**config.mk**
```make
export PLATFORM = sky130hd
export DESIGN_NAME = t07_program_counter
export DESIGN_NICKNAME = d
export VERILOG_FILES = /design/src/rvIsaPkg.sv /design/src/fetchPkg.sv /design/src/t07_program_counter.sv
export SDC_FILE = /design/constraint.sdc
export NUM_CORES = 1
export LEC_CHECK = 0
export BUFFER_PORTS_ARGS = -buffer_cell sky130_fd_sc_hd__buf_2
export CORE_ASPECT_RATIO = 1.1
export CORE_MARGIN = 2
export CORE_UTILIZATION = 55
export DETAILED_ROUTE_END_ITERATION = 6
export GPL_TIMING_DRIVEN = 1
export PLACE_DENSITY = 0.81
export SLEW_MARGIN = 30
export SYNTH_ARGS = -nofsm -noshare
export SYNTH_HDL_FRONTEND = slang
export SYNTH_SLANG_ARGS = --single-unit
```
**constraint.sdc**
```tcl
create_clock -name clk -period 3.07 [get_ports clk]
set_clock_uncertainty 0.15 [all_clocks]
set_input_delay 0.4605 -clock clk [delete_from_list [all_inputs] [get_ports clk]]
set_output_delay 0.4605 -clock clk [all_outputs]
set_load 0.02 [all_outputs]
```
**src/rvIsaPkg.sv**
```systemverilog
`default_nettype none

// instruction set definitions for the rv32i fetch slice
// only what fetch and branch resolution look at
package rvIsaPkg;

    // one instruction, byte address or operand value
    typedef logic [31:0] wordT;

    // byte size of an instruction word, also the sequential pc step
    localparam int wordBytes = 4;

    // opcode field
    localparam int opcodeLsb = 0;
    localparam int opcodeMsb = 6;

    // func3 field, selects the branch comparison
    localparam int func3Lsb = 12;
    localparam int func3Msb = 14;

    // every immediate takes its sign from the top instruction bit
    localparam int signBit = 31;

    // major opcodes of rv32i
    // anything not listed here is fetched as a plain instruction
    typedef enum logic [6:0] {
        opLoad   = 7'b0000011,
        opOpImm  = 7'b0010011,
        opAuipc  = 7'b0010111,
        opStore  = 7'b0100011,
        opOp     = 7'b0110011,
        opLui    = 7'b0110111,
        opBranch = 7'b1100011,
        opJalr   = 7'b1100111,
        opJal    = 7'b1101111
    } opcodeT;

    // func3 of the branch opcode
    // codes 010 and 011 are unused and never branch
    typedef enum logic [2:0] {
        funcBeq  = 3'b000,
        funcBne  = 3'b001,
        funcBlt  = 3'b100,
        funcBge  = 3'b101,
        funcBltu = 3'b110,
        funcBgeu = 3'b111
    } branchFunctT;

endpackage

`default_nettype wire

```
**src/fetchPkg.sv**
```systemverilog
`default_nettype none

// definitions private to the fetch and branch slice
package fetchPkg;

    // bit positions in the comparator flag vector
    // order follows the program counter's view of the flags
    localparam int eqFlag   = 6;
    localparam int neFlag   = 5;
    localparam int ltuFlag  = 4;
    localparam int ltFlag   = 3;
    localparam int geuFlag  = 2;
    localparam int geFlag   = 1;
    // operand a is zero, informational only
    localparam int zeroFlag = 0;

    // number of flags, sizes the vector below
    localparam int flagCount = 7;

    // comparator result vector
    typedef logic [flagCount-1:0] flagsT;

    // what kind of control transfer the fetched word asks for
    // jumpForce is unconditional (jal)
    // jumpCond waits on the comparator flags
    typedef enum logic [1:0] {
        jumpNone  = 2'd0,
        jumpForce = 2'd1,
        jumpCond  = 2'd2
    } jumpKindT;

endpackage

`default_nettype wire

```
**src/t07_program_counter.sv**
```systemverilog
`timescale 1ns/1ps
`default_nettype none

// program counter and link register
// jal moves by JumpDist and links pc + 4
// a branch moves by JumpDist only when its flag is set, link stays 0
// everything else steps by one word
module t07_program_counter #(
    parameter rvIsaPkg::wordT resetVector = '0
) (
    input  logic            clk,
    input  logic            nrst,
    input  logic            freeze,
    input  logic            forceJump,
    input  logic            condJump,
    input  logic [2:0]      func3,
    input  fetchPkg::flagsT ALU_flags,
    input  rvIsaPkg::wordT  JumpDist,
    output rvIsaPkg::wordT  programCounter,
    output rvIsaPkg::wordT  linkAddress
);
    import rvIsaPkg::*;
    import fetchPkg::*;

    localparam wordT pcStep = wordT'(wordBytes);

    wordT nextPc;
    wordT nextLink;
    logic branchTaken;

    // pick the flag that guards this branch
    always_comb begin
        case (branchFunctT'(func3))
            funcBeq:  branchTaken = ALU_flags[eqFlag];
            funcBne:  branchTaken = ALU_flags[neFlag];
            funcBlt:  branchTaken = ALU_flags[ltFlag];
            funcBge:  branchTaken = ALU_flags[geFlag];
            funcBltu: branchTaken = ALU_flags[ltuFlag];
            funcBgeu: branchTaken = ALU_flags[geuFlag];
            // 010 and 011 fall through and never branch
            default:  branchTaken = 1'b0;
        endcase
    end

    // next-address selection
    always_comb begin
        nextPc   = programCounter + pcStep;
        nextLink = '0;
        if (freeze) begin
            // hold both registers
            nextPc   = programCounter;
            nextLink = linkAddress;
        end else if (forceJump) begin
            nextPc   = programCounter + JumpDist;
            nextLink = programCounter + pcStep;
        end else if (condJump && branchTaken) begin
            nextPc = programCounter + JumpDist;
        end
    end

    // state update, synchronous reset to the vector
    always_ff @(posedge clk) begin
        if (!nrst) begin
            programCounter <= resetVector;
            linkAddress    <= '0;
        end else begin
            programCounter <= nextPc;
            linkAddress    <= nextLink;
        end
    end

    // freeze is the only stall, nothing may slip through it
    freezeHolds: assert property (
        @(posedge clk) disable iff (!nrst)
        (nrst && freeze) |=> ($stable(programCounter) && $stable(linkAddress))
    ) else $error("pc or link moved under freeze, pc %h", programCounter);

endmodule

`default_nettype wire

```
### Word-level counts from Yosys, hierarchy flattened

Index checks and enable logic that the tools add are counted.

* add/subtract/negate cells: 2
* eq/ne operators: 5
* multiplexer cells: 4
* reductions and logical operators: 2

Operator list (number)
* $mux W32: 3
* $add A32 B3 Y32 const B: 1
* $add A32 B32 Y32: 1
* $eq A3 B3 Y1 const B: 4
* $pmux W1 S6: 1
* $eq A3 B1 Y1 const B: 1
* $logic_not A3 Y1: 1
* $logic_and A1 B1 Y1: 1

* register bits after elaboration: 64
* input bits: 47
* output and inout port bits: 64
* word-level logic and storage cells: 15

### Logic depth before layout (Yosys ltp)

* depth after elaboration: 5
* mapped depth: 13
* gate-level depth less buffers: 13

### Least setup slack after synthesis

Ideal clock, no wire load.

* path kind: register -> register
* start point: register programCounter[0]
* end point: register programCounter[30]
* setup time: 0.078 ns
* data arrival time: 2.659 ns
* data required time: 2.842 ns
* slack: 0.183 ns
* cell stages (with the launch flop): 14
* path buffers: 0
* period minus slack after synthesis: 2.887 ns
* path through: dfxtp_1 -> ha_1 -> inv_1 -> fa_1 -> nor2b_1 -> o21ai_1 -> a21oi_1 -> o21ai_0 -> a21oi_2 -> nor3_4 -> o21ai_1 -> a2111oi_2 -> mux2_2 -> nor3_1

* longest elaborated chain between the ends: 3
* elaborated cells between the ends (all ways): 4
* classes of those cells: add/sub (2); mux (2)

Ends and longest elaborated chain
* start, declared: RTL line t07_program_counter.sv:19 `output rvIsaPkg::wordT programCounter,`
* start signal, assigned: RTL line t07_program_counter.sv:64 `programCounter <= resetVector;`
* start signal, assigned: RTL line t07_program_counter.sv:67 `programCounter <= nextPc;`
* $add A32 B3 Y32 / $add A32 B32 Y32 (equally long branches): RTL line t07_program_counter.sv:47, t07_program_counter.sv:54, t07_program_counter.sv:57
* $mux W32: RTL line t07_program_counter.sv:56 `end else if (condJump && branchTaken) begin`
* $mux W32 *: RTL line t07_program_counter.sv:53 `end else if (forceJump) begin`

Mark *: on every way between the ends. The rest lies on a longest branch, timed or not.
A chain may end at the register's enable or synchronous reset.

### Final worst setup path

* start point: register programCounter[6]
* end point: register programCounter[31]

The elaborated chain is that of the path after synthesis.

==> out/qor.yml <==
synth:
  synth_area_mm2: 0.00488
  syn_nets: 713
  syn_avg_cell_area_um2: 7.72
  ys_seq_elements: 64
  ys.flop_type: "dfxtp_1"
  ys_seq_area_share_pct: 26.2
  yosysTopAreaCellShare_pct: 26.2
  synth_edf_count: 0
  async_flop_share_pct: 0
  synth_area_leader_cell: "dfxtp_1"
  yosysWarningCount: 0
  synth_area_leaders: "dfxtp_1 (26%), ha_1 (8.2%), a21oi_1 (7.4%)"
  synthesis.instances: 633
  ys_types: 57
final_layout:
  multi_input_area_mm2: 0.00346
  fill_cells: 753
  final_common_cell: "buf_2"
  ff_latch_area_mm2: 0.00128
  drive_above_1_share_pct: 24.4
  n_antenna_cell: 0
  finalNetCount: 838
  utilization_pct: 68.3
  final_cell_mix: "buf_2 (109), a21oi_1 (70), dfxtp_1 (63)"
  area_growth_pct: 22.1
routing:
  vias_per_cell: 6.07
  drt-wirelength-per-cell_um: 16.9
  vias: 5308
  postRouteAntennaNets: 0
  drc_errors: 0
  wirelength_mm: 14.8
  drtIter0Drc: 488
  first_pass_iters: 7
grt:
  grt_max_degree: 36
  overflow: 0
  grt_pass1_wl_mm: 23.7
  grt_antenna_before_repair: 0
  grt.total_usage_pct: 30.7
  grt_pass1_vias: 4932
floorplanning:
  initial_core_util_pct: 55.9
  rows: 36
  dieArea_mm2: 0.00965
  io_pins: 111
  die_x_um: 93.9
  die_h_um: 103
  core_mm2: 0.00874
timing:
  fmax_mhz: 344
  holdWs_ps: 362
  min_period_ps: 2900
  hold_viol: 0
  slew_headroom_pct: 43.1
  period_share_pct: 94.6
  finalSetupViolCount: 0
  worstMarginPinSlew_ps: 850
  timing.final.max_slew_violations: 0
clock_network:
  cts_tree: "yes"
  cts_setup_buffers: 0
  cts_hold_buf: 0
  cts_made_buffers: 9
  clkLatencyLatePin_ps: 350
  root_buffer: "clkbuf_8"
  clk_pin_slew_ps: 70
  cts_buffer_depth: 2
  htree_levels: 3
  numClockSinks: 64
pwr:
  p_clk_share_pct: 25.9
  fin_total_pwr_uw: 2600
  swShare_pct: 36.7
  powerDensity_mw_per_mm2: 435
  pwr-share-seq_pct: 36.7
  switchingPower_uw: 954
  peakVddDrop_uv: 228
  p_leak_uw: 0.00281
  p_int_uw: 1640
  combinationalPowerShare_pct: 37.4
run_status:
  status: "finished, final reports clean"
setup_path:
  path_class: "register to register"
  startpoint_type: "register"
  worstPathArrival_ps: 2990
  cp-end-kind: "register"
  rrSetupSlack_ps: 170
  required_ps: 3160
  cp_max_fo: 4
place:
  numPortBuffers: 109
  hpwl_mm: 11.0
  gp_congestion: 0.939
flow_run:
  cap_violations: 0
hold_path:
  hp-class: "input port to register"
worst paths after layout:
kind | start | end | depth (start not counted)
worst max-delay path | programCounter[6]$_SDFFE_PN0N_ | programCounter[31]$_SDFFE_PN0N_ | 11
worst min-delay path | forceJump | linkAddress[2]$_SDFFE_PN0N_ | 3
worst max register to register | programCounter[6]$_SDFFE_PN0N_ | programCounter[31]$_SDFFE_PN0N_ | 11
worst min register to register | linkAddress[4]$_SDFFE_PN0N_ | linkAddress[4]$_SDFFE_PN0N_ | 2
flip-flops by register name, indices dropped and copies added (netlist names):
signal	cells
linkAddress	32
programCounter	32
timing repair:
action | CTS | global route
resized for setup | 0 | 10
endpoints found under the setup margin | 0 | 12
hold endpoints to repair | 0 | 0
metrics by stage:
stage / instance area (µm²) / instances / setup slack (ps) / TNS, ps
floorplan: 4880 / 633 / 183 / 0
global placement: 5740 / 861 / -87.8 / -362
detailed placement: 5750 / 861 / -136 / -683
CTS: 5920 / 875 / 61.7 / 0
global route: 5960 / 875 / -20.4 / -71.2
finish: 5960 / 875 / 167 / 0
layer usage:
| metal | global-route usage, % | vias to the layer above | routed length [µm] |
|---|---|---|---|
| li1 | - | 2537 | - |
| met1 | 40.2 | 2497 | 6030 |
| met2 | 51.2 | 234 | 7220 |
| met3 | 3.65 | 40 | 1110 |
| met4 | 13.7 | 0 | 456 |
| met5 | 0 | - | 0 |
worst max-delay path: stages (launching register included):
cell	delay (ps)
dfxtp_1	330
ha_1	340
a211oi_2	220
nor2_1	110
o41ai_4	310
a31oi_2	180
o21ai_2	240
a22oi_2	140
a311oi_2	340
xnor2_1	120
a222oi_1	230
nor2b_1	80
layout make-up:
type	count	share of cell area (%)
timing repair buffer	147	13.9
clock buffer	14	2.89
multi-input combinational	517	58.1
tap	114	2.39
inverter	19	1.20
sequential	64	21.5
cell families after synthesis:
group,synth area share (%)
XOR/XNOR,9.50
multiplexers,1.31
AO/OA/AOI/OAI,28.9
buffers and inverters,4.00
flip-flops,26.2
AND/OR/NAND/NOR,21.4
adder cells (fa/ha/maj),8.61
power groups by stage:
stage | Clock [µW] | Sequential (µW) | Combinational (µW)
after floorplan | 0 | 1030 | 578
after global placement | 0 | 964 | 911
after detailed placement | 0 | 967 | 936
after CTS | 673 | 949 | 944
after global routing | 715 | 959 | 1060
final | 673 | 953 | 970
cells in the mapped netlist (all sizes together), types with 2 or more instances:
cell	n
nor3	9
and4	2
ha	32
a21o	20
nor2	43
nand2	53
a31oi	4
a22oi	29
and3	11
o22ai	2
o31ai	3
a21boi	2
dfxtp	64
clkbuf	31
o221ai	3
o211a	2
nand4	9
xnor2	30
o21bai	4
nor2b	33
nand3	30
o41ai	3
o221a	2
and2	7
o211ai	8
nand2b	5
o2111ai	2
o21a	4
a211oi	3
mux2i	3
o21ai	48
nor4	2
nor3b	2
buf	2
a21oi	73
xor2	23
inv	19
(Power assumes the default switching activity.)
