==> config.mk <==
export PLATFORM = sky130hd
export DESIGN_NAME = t07_branch_flags
export DESIGN_NICKNAME = d
export VERILOG_FILES = /design/src/rvIsaPkg.sv /design/src/fetchPkg.sv /design/src/t07_branch_flags.sv
export SDC_FILE = /design/constraint.sdc
export NUM_CORES = 1
export LEC_CHECK = 0
export BUFFER_PORTS_ARGS = -buffer_cell sky130_fd_sc_hd__buf_4
export CAP_MARGIN = 10
export CORE_MARGIN = 5
export CORE_UTILIZATION = 35
export DETAILED_ROUTE_END_ITERATION = 10
export GPL_TIMING_DRIVEN = 0
export PLACE_DENSITY_LB_ADDON = 0.2
export SYNTH_ARGS = -nofsm -noshare
export SYNTH_HDL_FRONTEND = slang
export SYNTH_SLANG_ARGS = --single-unit
==> constraint.sdc <==
create_clock -name vclk -period 3.46
set_input_delay 0.173 -clock vclk [all_inputs]
set_output_delay 0.173 -clock vclk [all_outputs]
set_load 0.02 [all_outputs]
==> src/rvIsaPkg.sv <==
`default_nettype none

// instruction set definitions for the rv32i fetch slice
// only what fetch and branch resolution look at
package rvIsaPkg;

    // one instruction, byte address or operand value
    typedef logic [31:0] wordT;

    // byte size of an instruction word, also the sequential pc step
    localparam int wordBytes = 4;

    // opcode field
    localparam int opcodeLsb = 0;
    localparam int opcodeMsb = 6;

    // func3 field, selects the branch comparison
    localparam int func3Lsb = 12;
    localparam int func3Msb = 14;

    // every immediate takes its sign from the top instruction bit
    localparam int signBit = 31;

    // major opcodes of rv32i
    // anything not listed here is fetched as a plain instruction
    typedef enum logic [6:0] {
        opLoad   = 7'b0000011,
        opOpImm  = 7'b0010011,
        opAuipc  = 7'b0010111,
        opStore  = 7'b0100011,
        opOp     = 7'b0110011,
        opLui    = 7'b0110111,
        opBranch = 7'b1100011,
        opJalr   = 7'b1100111,
        opJal    = 7'b1101111
    } opcodeT;

    // func3 of the branch opcode
    // codes 010 and 011 are unused and never branch
    typedef enum logic [2:0] {
        funcBeq  = 3'b000,
        funcBne  = 3'b001,
        funcBlt  = 3'b100,
        funcBge  = 3'b101,
        funcBltu = 3'b110,
        funcBgeu = 3'b111
    } branchFunctT;

endpackage

`default_nettype wire

==> src/fetchPkg.sv <==
`default_nettype none

// definitions private to the fetch and branch slice
package fetchPkg;

    // bit positions in the comparator flag vector
    // order follows the program counter's view of the flags
    localparam int eqFlag   = 6;
    localparam int neFlag   = 5;
    localparam int ltuFlag  = 4;
    localparam int ltFlag   = 3;
    localparam int geuFlag  = 2;
    localparam int geFlag   = 1;
    // operand a is zero, informational only
    localparam int zeroFlag = 0;

    // number of flags, sizes the vector below
    localparam int flagCount = 7;

    // comparator result vector
    typedef logic [flagCount-1:0] flagsT;

    // what kind of control transfer the fetched word asks for
    // jumpForce is unconditional (jal)
    // jumpCond waits on the comparator flags
    typedef enum logic [1:0] {
        jumpNone  = 2'd0,
        jumpForce = 2'd1,
        jumpCond  = 2'd2
    } jumpKindT;

endpackage

`default_nettype wire

==> src/t07_branch_flags.sv <==
`timescale 1ns/1ps
`default_nettype none

// condition flags for branch resolution
// compares the two operands both signed and unsigned
module t07_branch_flags (
    input  rvIsaPkg::wordT  operandA,
    input  rvIsaPkg::wordT  operandB,
    output fetchPkg::flagsT ALU_flags
);
    import fetchPkg::*;

    logic isEqual;
    logic isNotEqual;
    logic isLessSigned;
    logic isLessUnsigned;
    logic isZero;

    // equality does not care about signedness
    assign isEqual = (operandA == operandB);

    // any differing bit means the operands are not equal
    assign isNotEqual = |(operandA ^ operandB);

    // blt / bge view the operands as two's complement
    assign isLessSigned = ($signed(operandA) < $signed(operandB));

    // bltu / bgeu use the raw bit patterns
    assign isLessUnsigned = (operandA < operandB);

    // zero test on operand a that no branch reads
    assign isZero = (operandA == '0);

    // pack into the named positions
    // greater-or-equal is simply the complement of less-than
    always_comb begin
        ALU_flags           = '0;
        ALU_flags[eqFlag]   = isEqual;
        ALU_flags[neFlag]   = isNotEqual;
        ALU_flags[ltuFlag]  = isLessUnsigned;
        ALU_flags[ltFlag]   = isLessSigned;
        ALU_flags[geuFlag]  = !isLessUnsigned;
        ALU_flags[geFlag]   = !isLessSigned;
        ALU_flags[zeroFlag] = isZero;
    end

    // beq and bne read separate bits that must never agree
    always_comb begin
        eqNeComplement: assert final (ALU_flags[eqFlag] != ALU_flags[neFlag])
            else $error("eq and ne flags agree, a %h b %h", operandA, operandB);
    end

endmodule

`default_nettype wire

## After elaboration in Yosys (flattened, before gate mapping)

Index checks and enable logic that the tools add are counted.

| word-level totals | value |
|---|---|
| register bits | 0 |
| input port bits | 64 |
| output and inout port bits | 7 |
| word-level logic and storage cells | 8 |

| operators by class | value |
|---|---|
| equality and inequality tests | 1 |
| $lt $le $gt $ge | 2 |
| bitwise operators | 1 |
| reductions and logical operators | 4 |

Operators with widths:

| operator | count |
|---|---|
| < comparator 32 bit | 2 |
| == test 32 bit | 1 |
| zero test 32 bit | 1 |
| OR reduction 32 bit | 1 |
| XOR 32 bit | 1 |
| zero test 1 bit | 2 |

## Longest topological paths before layout

Gate-level depths: netlist of the first run.

| logic depth | value |
|---|---|
| depth after elaboration | 2 |
| depth in mapped cells | 8 |

## Least setup slack after synthesis of the first run

Ideal clock, no wire load.

| timing | value |
|---|---|
| path type | input to output |
| start point | input port operandB[14] |
| end point | output port ALU_flags[1] |
| data required time | 3.287 ns |
| arrival time | 1.925 ns |
| slack | 1.362 ns |
| cell stages on the path | 7 |
| cells stage by stage | inv_1 -> ha_1 -> a21oi_1 -> nand2_1 -> a21o_1 -> o41a_1 -> or4_1 |

| between the ends | value |
|---|---|
| longest elaborated chain between the ends | 2 |

RTL lines:

| what | RTL line | source |
|---|---|---|
| start, declared | t07_branch_flags.sv:8 | `input rvIsaPkg::wordT operandB,` |
| < comparator 32 bit | t07_branch_flags.sv:26 | `assign isLessSigned = ($signed(operandA) < $signed(operandB));` |
| zero test 1 bit | t07_branch_flags.sv:43 | `ALU_flags[geFlag] = !isLessSigned;` |
| end, declared | t07_branch_flags.sv:9 | `output fetchPkg::flagsT ALU_flags` |

Every way passes these cells.

## Worst setup path after layout of the first run

| timing | value |
|---|---|
| start point | input port operandA[25] |
| end point | output port ALU_flags[1] |

| between the ends | value |
|---|---|
| longest elaborated chain between the ends | 2 |

RTL lines:

| what | RTL line | source |
|---|---|---|
| start, declared | t07_branch_flags.sv:7 | `input rvIsaPkg::wordT operandA,` |
| < comparator 32 bit | t07_branch_flags.sv:26 |  |
| zero test 1 bit | t07_branch_flags.sv:43 |  |

Every way passes these cells.

==> flow_summary.toml, run 1 <==
[setup_path]
crit_start = "operandA[25]"
cp.arrival_ns = 2.20
start_kind = "primary input"
path_class = "primary input to output pin"
crit_fanout = 4
crit_required_ns = 3.29
endpoint_kind = "output pin"

[placement]
place_hpwl_mm = 2.622
pre_cts_ws_ns = 1.101
port-buffer-count = 71
gp_congestion = 0.7589
place_inst = 234

[logic_synthesis]
yosysMostFrequentCell = "inv_1"
synthDistinctLibCells = 26
yosysWarnings = 0
synth_fp_nets = 228
synth_seq_area_share_pct = 0
yosys.area.top_type_share_pct = 41.99
synthCells = 132
syn_area_per_cell_um2 = 7.223
synthTopCellsByArea = "ha_1, inv_1, nor4_1"
yosysTopAreaCell = "ha_1"
netlist_top_cells_count = "inv_1, ha_1, a21oi_1, nor4_1, nand4_1"
netlist_area_um2 = 953.4

[sta]
holdWs_ns = 0.8334
finalSetupViolCount = 0
max_freq_mhz = 422.3
maxSlewViolCount = 0
setup-tns-final_ns = 0
fin_crit_ns = 2.368
worst_slack_ns = 1.092
hold_violations = 0
relSlewSlack_pct = 77.96
worst_slew_pin_slew_ns = 0.3276
fin_crit_sh_pct = 68.44
rsz0062_at_grt = "false"

[route]
wl_mm = 2.656
avgRoutedWirePerCell_um = 11.35
drc = 0
via_per_inst = 4.974
drt-pass1-iter-count = 4
drt_iter0_markers = 11
antenna_left = 0
vias = 1164

[power]
p_leak_nw = 0.9163
ir_drop_uv = 85.33
power.density_nw_per_um2 = 113.4

[min_path]
min_path_type = "primary input to output pin"
worstHoldStart = "operandA[23]"

[die]
dieHeight_um = 62.19
die_area_um2 = 3868
start_util_pct = 35.49
core_area_um2 = 2686
ioPinCount = 71
row_count = 19
die_x_um = 62.19

[cells_and_area]
ff_latch_area_um2 = 0
drive_gt1_share_pct = 37.93
seq_cells = 0
clkbuf_count = 0
fin_cells = 234
fin_nets = 301
syn_to_final_growth_pct = 59.97
fillers = 270
antennaDiodeCount = 0

[cts]
cts_setup_buffers = 0
post_cts_resize_count = 0
cts_hold_buffers = 0

[global_routing]
grt_max_degree = 5
grt_antenna_before_repair = 0
track_usage_pct = 13.24
grt_pass1_wl_mm = 4.671
gr-total-overflow = 0
grt_pass1_vias = 1258

[outcome]
status = "completed"

[flow_run]
drv_cap = 0
-- path summary, 6_finish.rpt --
path | end | slack (ns) | cells after the start
max | ALU_flags[1] | 1.09 | 8
min | ALU_flags[0] | 0.83 | 6
-- cells by family after synthesis --
family	synth area share (%)
and+or+nand+nor	25.59
buffers and inverters	16.93
adders and majority gates	41.99
AOI/OAI and AO/OA	15.49
-- where the power goes --
| part | switching [mW] | leakage (nW) | internal [mW] |
|---|---|---|---|
| sequential | 0 | 0 | 0 |
| clock | 0 | 0 | 0 |
| combinational | 0.0731 | 0.916 | 0.0999 |
-- cell type report --
type / count / area (µm²) / area share (%)
Multi-Input combinational cell: 94 / 792.0 / 51.93
Tap cell: 31 / 38.79 / 2.543
Inverter: 33 / 123.9 / 8.121
Timing Repair Buffer: 71 / 533.0 / 34.95
Buffer: 5 / 37.54 / 2.461
-- stage by stage --
step	power (mW)	area (µm²)	utilization [%]
2_1_floorplan	0.08504	953.4	-
3_3_place_gp	0.1673	1525	56.78
3_5_place_dp	0.1754	1525	56.78
4_1_cts	0.1759	1525	56.78
5_1_grt	0.1956	1525	56.78
6_report	0.1730	1525	56.78
-- per-layer routing --
metal  vias to the layer above  wire length [µm]  global-route usage [%]
li1                        616                 -                       -
met1                       509               985                   13.69
met2                        39              1480                   28.37
met3                         0               191                   1.982
met4                         0                 0                       0
met5                         -                 0                       0
-- cell usage in the layout (no fill, tap or decap) --
cell type	count
o41a_1	1
o21ai_0	1
a21o_1	4
a21oi_1	9
nor4_1	9
and2_1	1
nor2_1	3
and3_1	1
a221oi_2	1
and4_1	4
nor3_1	1
nor2b_1	3
ha_1	32
or4_1	1
a21boi_1	1
nand3_1	5
nor3b_1	1
or3b_1	1
a221o_1	1
a221oi_1	1
nand2_1	5
a211oi_1	1
nand4_1	6
buf_4	76
o211ai_1	1
inv_1	33
-- critical path: stages --
cell and delay (ns):
buf_4 0.11, ha_1 0.31, a21o_1 0.16, a221o_1 0.33, a221oi_2 0.35, nor2b_1 0.10, or4_1 0.49, buf_4 0.18
(Power assumes the default switching activity.)
==> inputs of run 2 (changes only) <==
==> constraint.sdc (replaced) <==
create_clock -name vclk -period 2.2
set_input_delay 0.11 -clock vclk [all_inputs]
set_output_delay 0.11 -clock vclk [all_outputs]
set_load 0.02 [all_outputs]
==> run 2 against run 1 <==
Die area did not move. Non-clock buffer count up 2. Final area is 4.4% higher. Setup slack got worse by 1.1 ns. Total power up 70%. Critical path type unchanged.
==> flow_summary.toml, run 2 (synthesis gave the netlist of run 1 again) <==
[outcome]
status = "completed"

[global_routing]
gr-total-overflow = 0
grt_max_degree = 5
grt_antenna_before_repair = 0
track_usage_pct = 13.32
grt_pass1_wl_mm = 4.698
grt_pass1_vias = 1267

[setup_path]
crit_slowest_cell = "o41a_1"
endpoint = "ALU_flags[3]"
worstPathCellList = "buf_4, ha_1, a21oi_2, nand2_1, a21o_1, o41a_1, buf_4, nor4_2, buf_4, buf_4"
cp.arrival_ns = 2.05
worst-path-stages = 10
endpoint_kind = "output pin"
critPathMaxStageDelay_ns = 0.39
critical_path.top_delay_family = "compound AO/OA/AOI/OAI gates"
crit_start = "operandA[14]"
path_class = "primary input to output pin"
crit_fanout = 3
start_kind = "primary input"
cp_common_cell = "buf_4"
crit_buf_inv = 4
crit_required_ns = 2.09

[cells_and_area]
antennaDiodeCount = 0
clkbuf_count = 0
syn_to_final_growth_pct = 67.06
layout_common_cells = "buf_4, inv_1, ha_1"
drive_gt1_share_pct = 41.95
ff_latch_area_um2 = 0
fillers = 263
stdcell_area_um2 = 1593
fin_nets = 303
seq_cells = 0
final_common_cell = "buf_4"

[placement]
place_hpwl_mm = 2.622
placed_cell_area_um2 = 1525
pre_cts_ws_ns = -0.03321
port-buffer-count = 71
gp_congestion = 0.7589

[die]
core_area_um2 = 2686
ioPinCount = 71
row_count = 19
dieHeight_um = 62.19
die_x_um = 62.19
die_area_um2 = 3868
start_util_pct = 35.49

[power]
ir_drop_uv = 141.2
p_leak_nw = 0.9366
power.density_nw_per_um2 = 185.0

[sta]
relSlewSlack_pct = 77.26
hold_violations = 0
worst_slack_ns = 0.03607
max_freq_mhz = 462.1
finalSetupViolCount = 0
maxSlewViolCount = 0
fin_crit_sh_pct = 98.36
worst_slew_pin_slew_ns = 0.3380
fin_crit_ns = 2.164

[route]
avgRoutedWirePerCell_um = 11.76
drt-pass1-iter-count = 2
vias = 1183
wl_mm = 2.776
via_per_inst = 5.013
drc = 0
antenna_left = 0
drt_iter0_markers = 15

[min_path]
min_path_type = "primary input to output pin"

[flow_run]
drv_cap = 0
==> run 2: cell types whose count changed in the layout (fill, tap and decap cells not counted), sizes merged <==
cell and change:
buf +2
==> run 2: final cells by class <==
class / instances / area [µm²] / area share [%]
Buffer: 5 / 37.54 / 2.357
Multi-Input combinational cell: 94 / 840.8 / 52.79
Timing Repair Buffer: 73 / 551.8 / 34.64
Inverter: 33 / 123.9 / 7.777
Tap cell: 31 / 38.79 / 2.435
==> run 2: worst min path at each step <==
stage	startpoint	to	slack, ns	depth (start not counted)
6_report	operandA[23]	ALU_flags[0]	0.71	6
5_1_grt	operandA[20]	ALU_flags[0]	0.76	6
4_1_cts	operandA[23]	ALU_flags[0]	0.71	6
3_5_place_dp	operandA[23]	ALU_flags[0]	0.71	6
3_3_place_gp	operandA[23]	ALU_flags[0]	0.71	6
2_1_floorplan	operandA[15]	ALU_flags[0]	0.47	4
==> run 2: power by group <==
part	leakage [nW]	internal, mW	switching, mW	total, mW
clock	0	0	0	0
combinational	0.937	0.171	0.123	0.295
sequential	0	0	0	0
total	0.937	0.171	0.123	0.295
==> run 2: layer usage <==
metal  track usage, %  wire, µm
met5                0         0
met4                0         0
met3            1.982       179
met2            28.63      1563
met1            13.69      1033
==> run 2: timing repair <==
| action | CTS | global route |
|---|---|---|
| endpoints found under the setup margin | 1 | 2 |
| setup buffers | 1 | 1 |
| cloned | 0 | 0 |
| pin swaps | 2 | 4 |
| gates resized for setup | 0 | 9 |
| hold buffers | 0 | 0 |
| endpoints found under the hold margin | 0 | 0 |
==> run 2: metrics by stage <==
stage | power [mW] | hold WS (ns) | util, % | cells | TNS, ns
detailed placement | 0.2758 | 0.7095 | 56.78 | 234 | -0.03321
CTS | 0.2800 | 0.7120 | 57.06 | 235 | 0
finish | 0.2946 | 0.7084 | 59.29 | 236 | 0
global route | 0.3314 | 0.7635 | 59.29 | 236 | -0.03272
global placement | 0.2630 | 0.7067 | 56.78 | 234 | -0.01434
floorplan | 0.1337 | 0.4700 | - | 132 | 0
