**config.mk**
```make
export PLATFORM = sky130hd
export DESIGN_NAME = t07_branch_decoder
export DESIGN_NICKNAME = d
export VERILOG_FILES = /design/src/rvIsaPkg.sv /design/src/fetchPkg.sv /design/src/t07_branch_decoder.sv
export SDC_FILE = /design/constraint.sdc
export NUM_CORES = 1
export LEC_CHECK = 0
export BUFFER_PORTS_ARGS = -buffer_cell sky130_fd_sc_hd__buf_2
export CAP_MARGIN = 20
export CORE_MARGIN = 2
export CORE_UTILIZATION = 32
export DETAILED_ROUTE_END_ITERATION = 10
export PLACE_DENSITY = 0.9
export SETUP_SLACK_MARGIN = 0.3
export SLEW_MARGIN = 40
export SYNTH_ARGS = -nofsm -noshare
export SYNTH_HDL_FRONTEND = slang
export SYNTH_SLANG_ARGS = --single-unit
```
**constraint.sdc**
```tcl
create_clock -name vclk -period 7.83
set_clock_uncertainty 0.1 [all_clocks]
set_input_delay 1.566 -clock vclk [all_inputs]
set_output_delay 1.566 -clock vclk [all_outputs]
set_load 0.005 [all_outputs]
```
**src/rvIsaPkg.sv**
```systemverilog
`default_nettype none

// instruction set definitions for the rv32i fetch slice
// only what fetch and branch resolution look at
package rvIsaPkg;

    // one instruction, byte address or operand value
    typedef logic [31:0] wordT;

    // byte size of an instruction word, also the sequential pc step
    localparam int wordBytes = 4;

    // opcode field
    localparam int opcodeLsb = 0;
    localparam int opcodeMsb = 6;

    // func3 field, selects the branch comparison
    localparam int func3Lsb = 12;
    localparam int func3Msb = 14;

    // every immediate takes its sign from the top instruction bit
    localparam int signBit = 31;

    // major opcodes of rv32i
    // anything not listed here is fetched as a plain instruction
    typedef enum logic [6:0] {
        opLoad   = 7'b0000011,
        opOpImm  = 7'b0010011,
        opAuipc  = 7'b0010111,
        opStore  = 7'b0100011,
        opOp     = 7'b0110011,
        opLui    = 7'b0110111,
        opBranch = 7'b1100011,
        opJalr   = 7'b1100111,
        opJal    = 7'b1101111
    } opcodeT;

    // func3 of the branch opcode
    // codes 010 and 011 are unused and never branch
    typedef enum logic [2:0] {
        funcBeq  = 3'b000,
        funcBne  = 3'b001,
        funcBlt  = 3'b100,
        funcBge  = 3'b101,
        funcBltu = 3'b110,
        funcBgeu = 3'b111
    } branchFunctT;

endpackage

`default_nettype wire

```
**src/fetchPkg.sv**
```systemverilog
`default_nettype none

// definitions private to the fetch and branch slice
package fetchPkg;

    // bit positions in the comparator flag vector
    // order follows the program counter's view of the flags
    localparam int eqFlag   = 6;
    localparam int neFlag   = 5;
    localparam int ltuFlag  = 4;
    localparam int ltFlag   = 3;
    localparam int geuFlag  = 2;
    localparam int geFlag   = 1;
    // operand a is zero, informational only
    localparam int zeroFlag = 0;

    // number of flags, sizes the vector below
    localparam int flagCount = 7;

    // comparator result vector
    typedef logic [flagCount-1:0] flagsT;

    // what kind of control transfer the fetched word asks for
    // jumpForce is unconditional (jal)
    // jumpCond waits on the comparator flags
    typedef enum logic [1:0] {
        jumpNone  = 2'd0,
        jumpForce = 2'd1,
        jumpCond  = 2'd2
    } jumpKindT;

endpackage

`default_nettype wire

```
**src/t07_branch_decoder.sv**
```systemverilog
`timescale 1ns/1ps
`default_nettype none

// looks at the fetched word and tells the program counter
// whether to jump, how far, and which comparison guards a branch
// purely combinational, zero latency
module t07_branch_decoder (
    input  rvIsaPkg::wordT instruction,
    output logic           forceJump,
    output logic           condJump,
    output logic [2:0]     func3,
    output rvIsaPkg::wordT JumpDist
);
    import rvIsaPkg::*;
    import fetchPkg::*;

    opcodeT   opcode;
    jumpKindT kind;
    logic     sign;
    wordT     jImm;
    wordT     bImm;

    // opcode field viewed through the enum
    assign opcode = opcodeT'(instruction[opcodeMsb:opcodeLsb]);

    // func3 goes straight through, the pc decides what it means
    assign func3 = instruction[func3Msb:func3Lsb];

    // jump kind from the opcode
    always_comb begin
        case (opcode)
            opJal:    kind = jumpForce;
            opBranch: kind = jumpCond;
            // jalr is not resolved here, pc-relative only
            // op, opImm, loads, stores, lui, auipc just step
            default:  kind = jumpNone;
        endcase
    end

    assign forceJump = (kind == jumpForce);
    assign condJump  = (kind == jumpCond);

    assign sign = instruction[signBit];

    // j-type immediate
    // imm[20|10:1|11|19:12] sits in bits 31:12, bit 0 always zero
    assign jImm = {
        {12{sign}},
        instruction[19:12],
        instruction[20],
        instruction[30:21],
        1'b0
    };

    // b-type immediate
    // imm[12|10:5] in bits 31:25, imm[4:1|11] in bits 11:7
    assign bImm = {
        {20{sign}},
        instruction[7],
        instruction[30:25],
        instruction[11:8],
        1'b0
    };

    // jump distance, zero when nothing jumps
    always_comb begin
        case (kind)
            jumpForce: JumpDist = jImm;
            jumpCond:  JumpDist = bImm;
            default:   JumpDist = '0;
        endcase
    end

    // the pc gives forceJump priority, so both high would hide a branch
    always_comb begin
        strobesExclusive: assert final (!(forceJump && condJump))
            else $error("decoder raised both jump strobes for %h", instruction);
    end

endmodule

`default_nettype wire

```
; ---- After elaboration in Yosys (flattened, before gate mapping)
; Index checks and enable logic that the tools add are counted.
[totals]
register_bits = 0
output_inout_bits = 37
word_cells = 6
[classes]
n_eq_ne = 4
n_mux = 2
[ops]
columns = operator, count
row1 = 32-bit one-hot mux with 2 select lines, 1
row2 = 7-bit == test (second input constant), 2
row3 = 2-bit one-hot mux with 2 select lines, 1
row4 = 2-bit by 1-bit == test with 1-bit output (second input constant), 1
row5 = 2-bit == test (second input constant), 1

; ---- Logic depth before layout (Yosys ltp)
; Gate-level depths: netlist (run 1).
[logic_depth]
depth_word = 4
depth_mapped = 9
ltp_nobuf = 6

; ---- Worst setup path before layout (run 1)
; No wires, ideal clock.
[synth_timing]
kind = input -> output
from = in instruction[0]
to = out JumpDist[21]
arrival_ns = 3.725
path_slack_ns = 2.439
cell_stages = 9
n_path_buf = 3
path_cell_list = and3b_1 > and2_4 > buf_6 > inv_1 > ha_1 > clkbuf_1 > a21oi_1 > nor3b_1 > buf_4
[synth_between]
elab_chain_len = 4
word_cells_on_any_way = 6
classes_between = eq/ne: 4 / mux: 2
[synth_lines]
columns = item, line
row1 = "start, declared", t07_branch_decoder.sv:8  ; input rvIsaPkg::wordT instruction,
row2 = 7-bit == test, t07_branch_decoder.sv:31  ; case (opcode)
row3 = 2-bit one-hot mux with 2 select lines *, t07_branch_decoder.sv:31
row4 = 2-bit by 1-bit == test with 1-bit output *, -
row5 = via forceJump, t07_branch_decoder.sv:9  ; output logic forceJump,
row6 = 32-bit one-hot mux with 2 select lines *, t07_branch_decoder.sv:67  ; case (kind)
row7 = "end, declared", t07_branch_decoder.sv:12  ; output rvIsaPkg::wordT JumpDist
; The timed path passes the listed nets; every way through them passes the cells marked *.

; ---- Worst setup path after layout (run 1)
[layout_timing]
from = in instruction[3]
to = out JumpDist[3]
[layout_between]
elab_chain_len = 4
word_cells_on_any_way = 6
classes_between = eq/ne: 4 / mux: 2
[layout_lines]
columns = item, line
row1 = 7-bit == test, t07_branch_decoder.sv:31
row2 = 2-bit one-hot mux with 2 select lines *, t07_branch_decoder.sv:31
row3 = 2-bit == test or 2-bit by 1-bit == test with 1-bit output (tied branches), t07_branch_decoder.sv:67
row4 = 32-bit one-hot mux with 2 select lines *, t07_branch_decoder.sv:67
; Every way passes the cells marked *; elsewhere a longest branch is shown, timed or not.

==> metrics.md, run 1 <==
| Metric | Value |
|---|---|
| Hold path depth | 2 |
| Synth unique cells | 19 |
| # clk buffers | 0 |
| Type of the worst min-delay path | in -> out |
| Ant diodes | 0 |
| P per Cell Area | between 15 and 20 nW/um^2 |
| Leakage power | 0.4104 nW |
| Maximum Capacitance Violations | 0 |
| # resized after CTS | 0 |
| Fin. Hold Viols | 0 |
| Initial antenna violation count | 0 |
| Most frequent cell after synthesis | buf_4 |
| Synth area leader | buf_4 |
| Largest net degree at the start of global routing | 17 |
| Post-synth design cell area | 420.4 sq um |
| Crit start category | input port |
| Critical Path, Cell by Cell | buf_2 > and4bb_4 > and2_4 > inv_1 > ha_1 > inv_1 > a32o_1 > buf_2 |
| Mapped Nets | 95 |
| GPL Wtd Cong | between 0.6 and 0.7 |
| Final setup viols | 0 |
| WHS | around 3200 ps |
| Slowest CP cell | ha_1 |
| GR Overflow Total | 0 |
| Drt pass-1 iters | 4 |
| Number of post-CTS setup repair buffers | 0 |
| DRT antenna net count | 0 |
| Die area | approximately 1600 sq um |
| Max Transition Viols Final | 0 |
| Via count | 602 |
| Critical path peak fanout | 16 |
| Top cells by area, synth | buf_4, a32o_1, a21oi_1 |
| Commonest cells post-synth | buf_4, a21oi_1, nand2_1 |
| Setup Crit Path Kind | in -> out |
| Core Area | between 1000 and 1500 sq um |
| I/O Buffers | 68 |
| Hold endpoint | func3[1] |
| Arr. time, crit path | ~3400 ps |
| RSZ-0062 raised after global routing | no |
| Die Y | about 40 um |
| # rows | 13 |
| Outcome | finished clean |
| Synth Warn # | 0 |
| Synthesized area per cell | 6.892 sq um |
| HPWL Detailed | about 1100 um |
| Register area | 0 sq um |
| Peak VDD IR | 7.430 uV |
| Synth Instances | between 60 and 70 |
| Ratio of cells with drive above 1 in the final layout | 65.77% |
| Max stage delay on crit path | 570 ps |
| Area fraction of the dominant cell type after synthesis | 26.79% |
| Tcrit/Tclk final | roughly two thirds |
| Vias per Instance | 4.778 |
| Initial core utilization | around a third |
| 1st-iter DRT viols | 10 |
| Total GRT Usage | 11.82% |
| Drt drc | 0 |
| Vias in the first global route | 393 |
| Final core occ | 51.48% |
| Global-route wire length before repair | 1366 um |
| Hold_buf cts | 0 |
| Post-Route WL | 1270 um |
| HP Start | instruction[13] |
| Final setup TNS | 0 ps |
| Post-route minimum period | 5070 ps |
| # IOs | 69 |
| Die X | between 40 and 50 um |
| CP Capture Type | primary output |
| Sequential fraction of the synthesis area | 0% |
| Required @ worst endpoint | 6160 ps |
| Fmax | between 150 and 200 MHz |
| Final nets | approximately 150 |
| Drt wl/cell | 10.08 um |
| Sequential cells | 0 |
| Synth-to-layout area growth | 55.36% |
[layout by cell type, fill, tap and decap left out]
master,n
o211a_1,1
and4_2,1
nand2_1,8
inv_1,3
a32o_1,5
and4bb_4,1
and2_1,1
ha_1,2
and2_4,1
nand3_1,1
nor3b_2,1
and2_2,1
nor2b_1,1
and3b_1,1
nor3b_1,5
conb_1,1
a21oi_1,9
buf_2,68
[power by group]
group	internal, mW	total, mW	switching, mW
clock network	0	0	0
logic	0.00743	0.0116	0.00416
registers	0	0	0
[through the flow]
stage	power, mW	setup slack (ps)	cells	cell area (sq um)
floorplan	0.003984	2439	61	420.4
global placement	0.01129	2558	126	648.1
detailed placement	0.01159	2456	126	648.1
CTS	0.01162	2444	126	648.1
global route	0.01305	2588	126	653.1
finish	0.01159	2760	126	653.1
[logic make-up after synthesis]
group | after synthesis | share of synthesized area [%]
simple gates | 22 | 34.23
other cells | 1 | 0.8920
compound gates | 15 | 25.00
fa+ha+maj | 2 | 5.951
buf+inv | 21 | 33.93
[worst max path at each step]
stage              endpoint            from  slack [ps]  depth (start not counted)
3_3_place_gp   JumpDist[21]  instruction[4]        2560                          7
5_1_grt        JumpDist[29]  instruction[4]        2590                          7
4_1_cts        JumpDist[27]  instruction[3]        2440                          7
2_1_floorplan  JumpDist[21]  instruction[0]        2440                          9
3_5_place_dp   JumpDist[27]  instruction[3]        2460                          7
6_report        JumpDist[3]  instruction[3]        2760                          8
[per-layer routing]
metal	part of all wire, %	global-route usage [%]
met3	14	0.5556
met5	0	0
met4	0	1.667
met1	37	12.01
met2	49	25.81
[worst max-delay path, delay by kind of cell]
family / cells / cell delay [ps]
simple gates: 2 / 520
buf+inv: 4 / 480
fa+ha+maj: 1 / 570
compound gates: 1 / 260
[area by class of cell]
| type | count | area (sq um) |
|---|---|---|
| Multi-Input combinational cell | 40 | 282.8 |
| Tap cell | 15 | 18.77 |
| Inverter | 3 | 11.26 |
| Timing Repair Buffer | 68 | 340.3 |
| Fill cell | 126 | 615.6 |
No activity file was read; power rests on OpenSTA's default activity.
==> inputs of run 2 (changes only) <==
Settings changed: CORE_UTILIZATION 32 to 30, PLACE_DENSITY 0.9 to 0.85.
Clock period 7.83 ns to 4.9 ns, I/O delays scaled along.
==> run 2 against run 1 <==
  * Sequential share of layout area unchanged
  * Critical path depth down 1
  * Utilization down 1.3 points
  * Critical path type unchanged
  * Highest routed layer unchanged
==> metrics.md, run 2 (synthesized netlist as in run 1, its figures left out) <==
| Metric | Value |
|---|---|
| Peak VDD IR | 11.04 uV (+49%) |
| I/O Buffers | 68 (unchanged) |
| Hold_buf cts | 0 (unchanged) |
| Final setup viols | 0 (unchanged) |
| Initial core utilization | 32.31% (-0.83 points) |
| Clock power share | 0% (unchanged) |
| Ant diodes | 0 (unchanged) |
| GR Overflow Total | 0 (unchanged) |
| Final setup margin | 988.7 ps (-1771 ps) |
| P per Cell Area | 27.77 nW/um^2 (+57%) |
| Die area | 1717 sq um (+6.0%) |
| # clk buffers | 0 (unchanged) |
| Ratio of cells with drive above 1 in the final layout | 65.77% (unchanged) |
| Via count | 597 (-0.83%) |
| Hold endpoint | func3[1] |
| Sequential share of power | 0% (unchanged) |
| Drt wl/cell | 10.07 um (about the same) |
| # resized after CTS | 0 (unchanged) |
| Vias per Instance | 4.738 (-0.83%) |
| Max stage delay on crit path | 440 ps (-130 ps) |
| Sequential cells | 0 (unchanged) |
| Required @ worst endpoint | 3820 ps (-2340 ps) |
| Maximum Capacitance Violations | 0 (unchanged) |
| Most common cell after layout, fill and taps aside | buf_2 |
| Final instance area | 653.1 sq um (unchanged) |
| Register area | 0 sq um (unchanged) |
| HP Start | instruction[13] |
| Initial antenna violation count | 0 (unchanged) |
| Vias in the first global route | 460 (+17%) |
| Drt pass-1 iters | 3 (-1) |
| Largest net degree at the start of global routing | 17 (unchanged) |
| Int Power | 0.01185 mW (+60%) |
| Total GRT Usage | 12.14% (+0.32 points) |
| Type of the worst min-delay path | in -> out |
| Drt drc | 0 (unchanged) |
| Most frequent CP cell | buf_2 |
| 1st-iter DRT viols | 3 (-7) |
| CP Capture Type | primary output |
| Synth-to-layout area growth | 55.36% (unchanged) |
| Critical path buffers and inverters | 2 (-2) |
| GPL Wtd Cong | 0.7730 (+15%) |
| Post-Place Cell Area | 648.1 sq um (unchanged) |
| Setup Crit Path Kind | in -> out |
| DRT antenna net count | 0 (unchanged) |
| Post-Route WL | 1269 um (about the same) |
| Dpl ws | 687.0 ps (-1769 ps) |
| HPWL Detailed | 1108 um (+1.2%) |
| Number of post-CTS setup repair buffers | 0 (unchanged) |
| Fmax | 255.7 MHz |
| Max Transition Viols Final | 0 (unchanged) |
| WHS | 2040 ps (-1179 ps) |
| Crit start category | input port |
| Hold path depth | 2 (unchanged) |
| Slowest CP cell | nor3b_2 |
| Final setup TNS | 0 ps (unchanged) |
| # IOs | 69 (unchanged) |
| Overall Power | 0.01814 mW (+57%) |
| Critical Path, Cell by Cell | buf_2 > and3b_1 > and4_2 > ha_1 > a21oi_1 > nor3b_2 > buf_2 |
| # rows | 13 (unchanged) |
| Final nets | 147 (unchanged) |
| Fin. Hold Viols | 0 (unchanged) |
| Core Area | 1301 sq um (+2.6%) |
| Sw Pwr | 0.006288 mW (+51%) |
| Tcrit/Tclk final | roughly four fifths |
| Top delay family on crit path | simple AND/OR/NAND/NOR gates |
| Critical path peak fanout | 12 (-4) |
| Die X | 41.44 um (+3.0%) |
| Global-route wire length before repair | 1828 um (+34%) |
| Arr. time, crit path | 2830 ps (-570 ps) |
| Leakage power | 0.4104 nW (unchanged) |
| RSZ-0062 raised after global routing | no |
| Die Y | 41.44 um (+3.0%) |
| Most frequent cells in the layout | buf_2, a21oi_1, nand2_1 |
| Part of the power in combinational logic | 100.0% (about the same) |
| Sw Ratio | 34.66% (-1.2 points) |
| Crit path from | instruction[4] |
| Outcome | finished clean |
| Post-route minimum period | 3911 ps |
-- run 2: cell counts in the layout (fill, tap and decap cells not counted) --
No cell type changed its count.
-- run 2: area by class of cell --
| class | count | area, sq um |
|---|---|---|
| Tap cell | 15 | 18.77 |
| Timing Repair Buffer | 68 | 340.3 |
| Fill cell | 140 | 648.1 |
| Multi-Input combinational cell | 40 | 282.8 |
| Inverter | 3 | 11.26 |
-- run 2: through the flow --
step | utilization (%) | instances
floorplan | - | 61
global placement | 49.81 | 126
detailed placement | 49.81 | 126
CTS | 49.81 | 126
global route | 50.19 | 126
finish | 50.19 | 126
-- run 2: per-layer routing --
metal  global-route usage [%]  part of all wire, %  vias to the layer above
li1                         -                    -                      300
met1                    14.03                   36                      250
met2                    24.06                   47                       47
met3                    2.174                   16                        0
met4                        0                    0                        0
met5                        0                    0                        -
-- run 2: worst max path at each step --
| stage | to | slack (ps) | cells past startpoint |
|---|---|---|---|
| after global placement | JumpDist[21] | 800 | 7 |
| after CTS | JumpDist[21] | 670 | 7 |
| after detailed placement | JumpDist[21] | 690 | 7 |
| final | JumpDist[21] | 990 | 7 |
| after floorplan | JumpDist[21] | 680 | 9 |
| after global routing | JumpDist[30] | 800 | 7 |
-- run 2: power by group through the flow --
stage                     registers, mW  logic, mW  clock network [mW]
after detailed placement              0     0.0181                   0
after global placement                0     0.0178                   0
final                                 0     0.0181                   0
after global routing                  0     0.0202                   0
after CTS                             0     0.0182                   0
after floorplan                       0    0.00637                   0
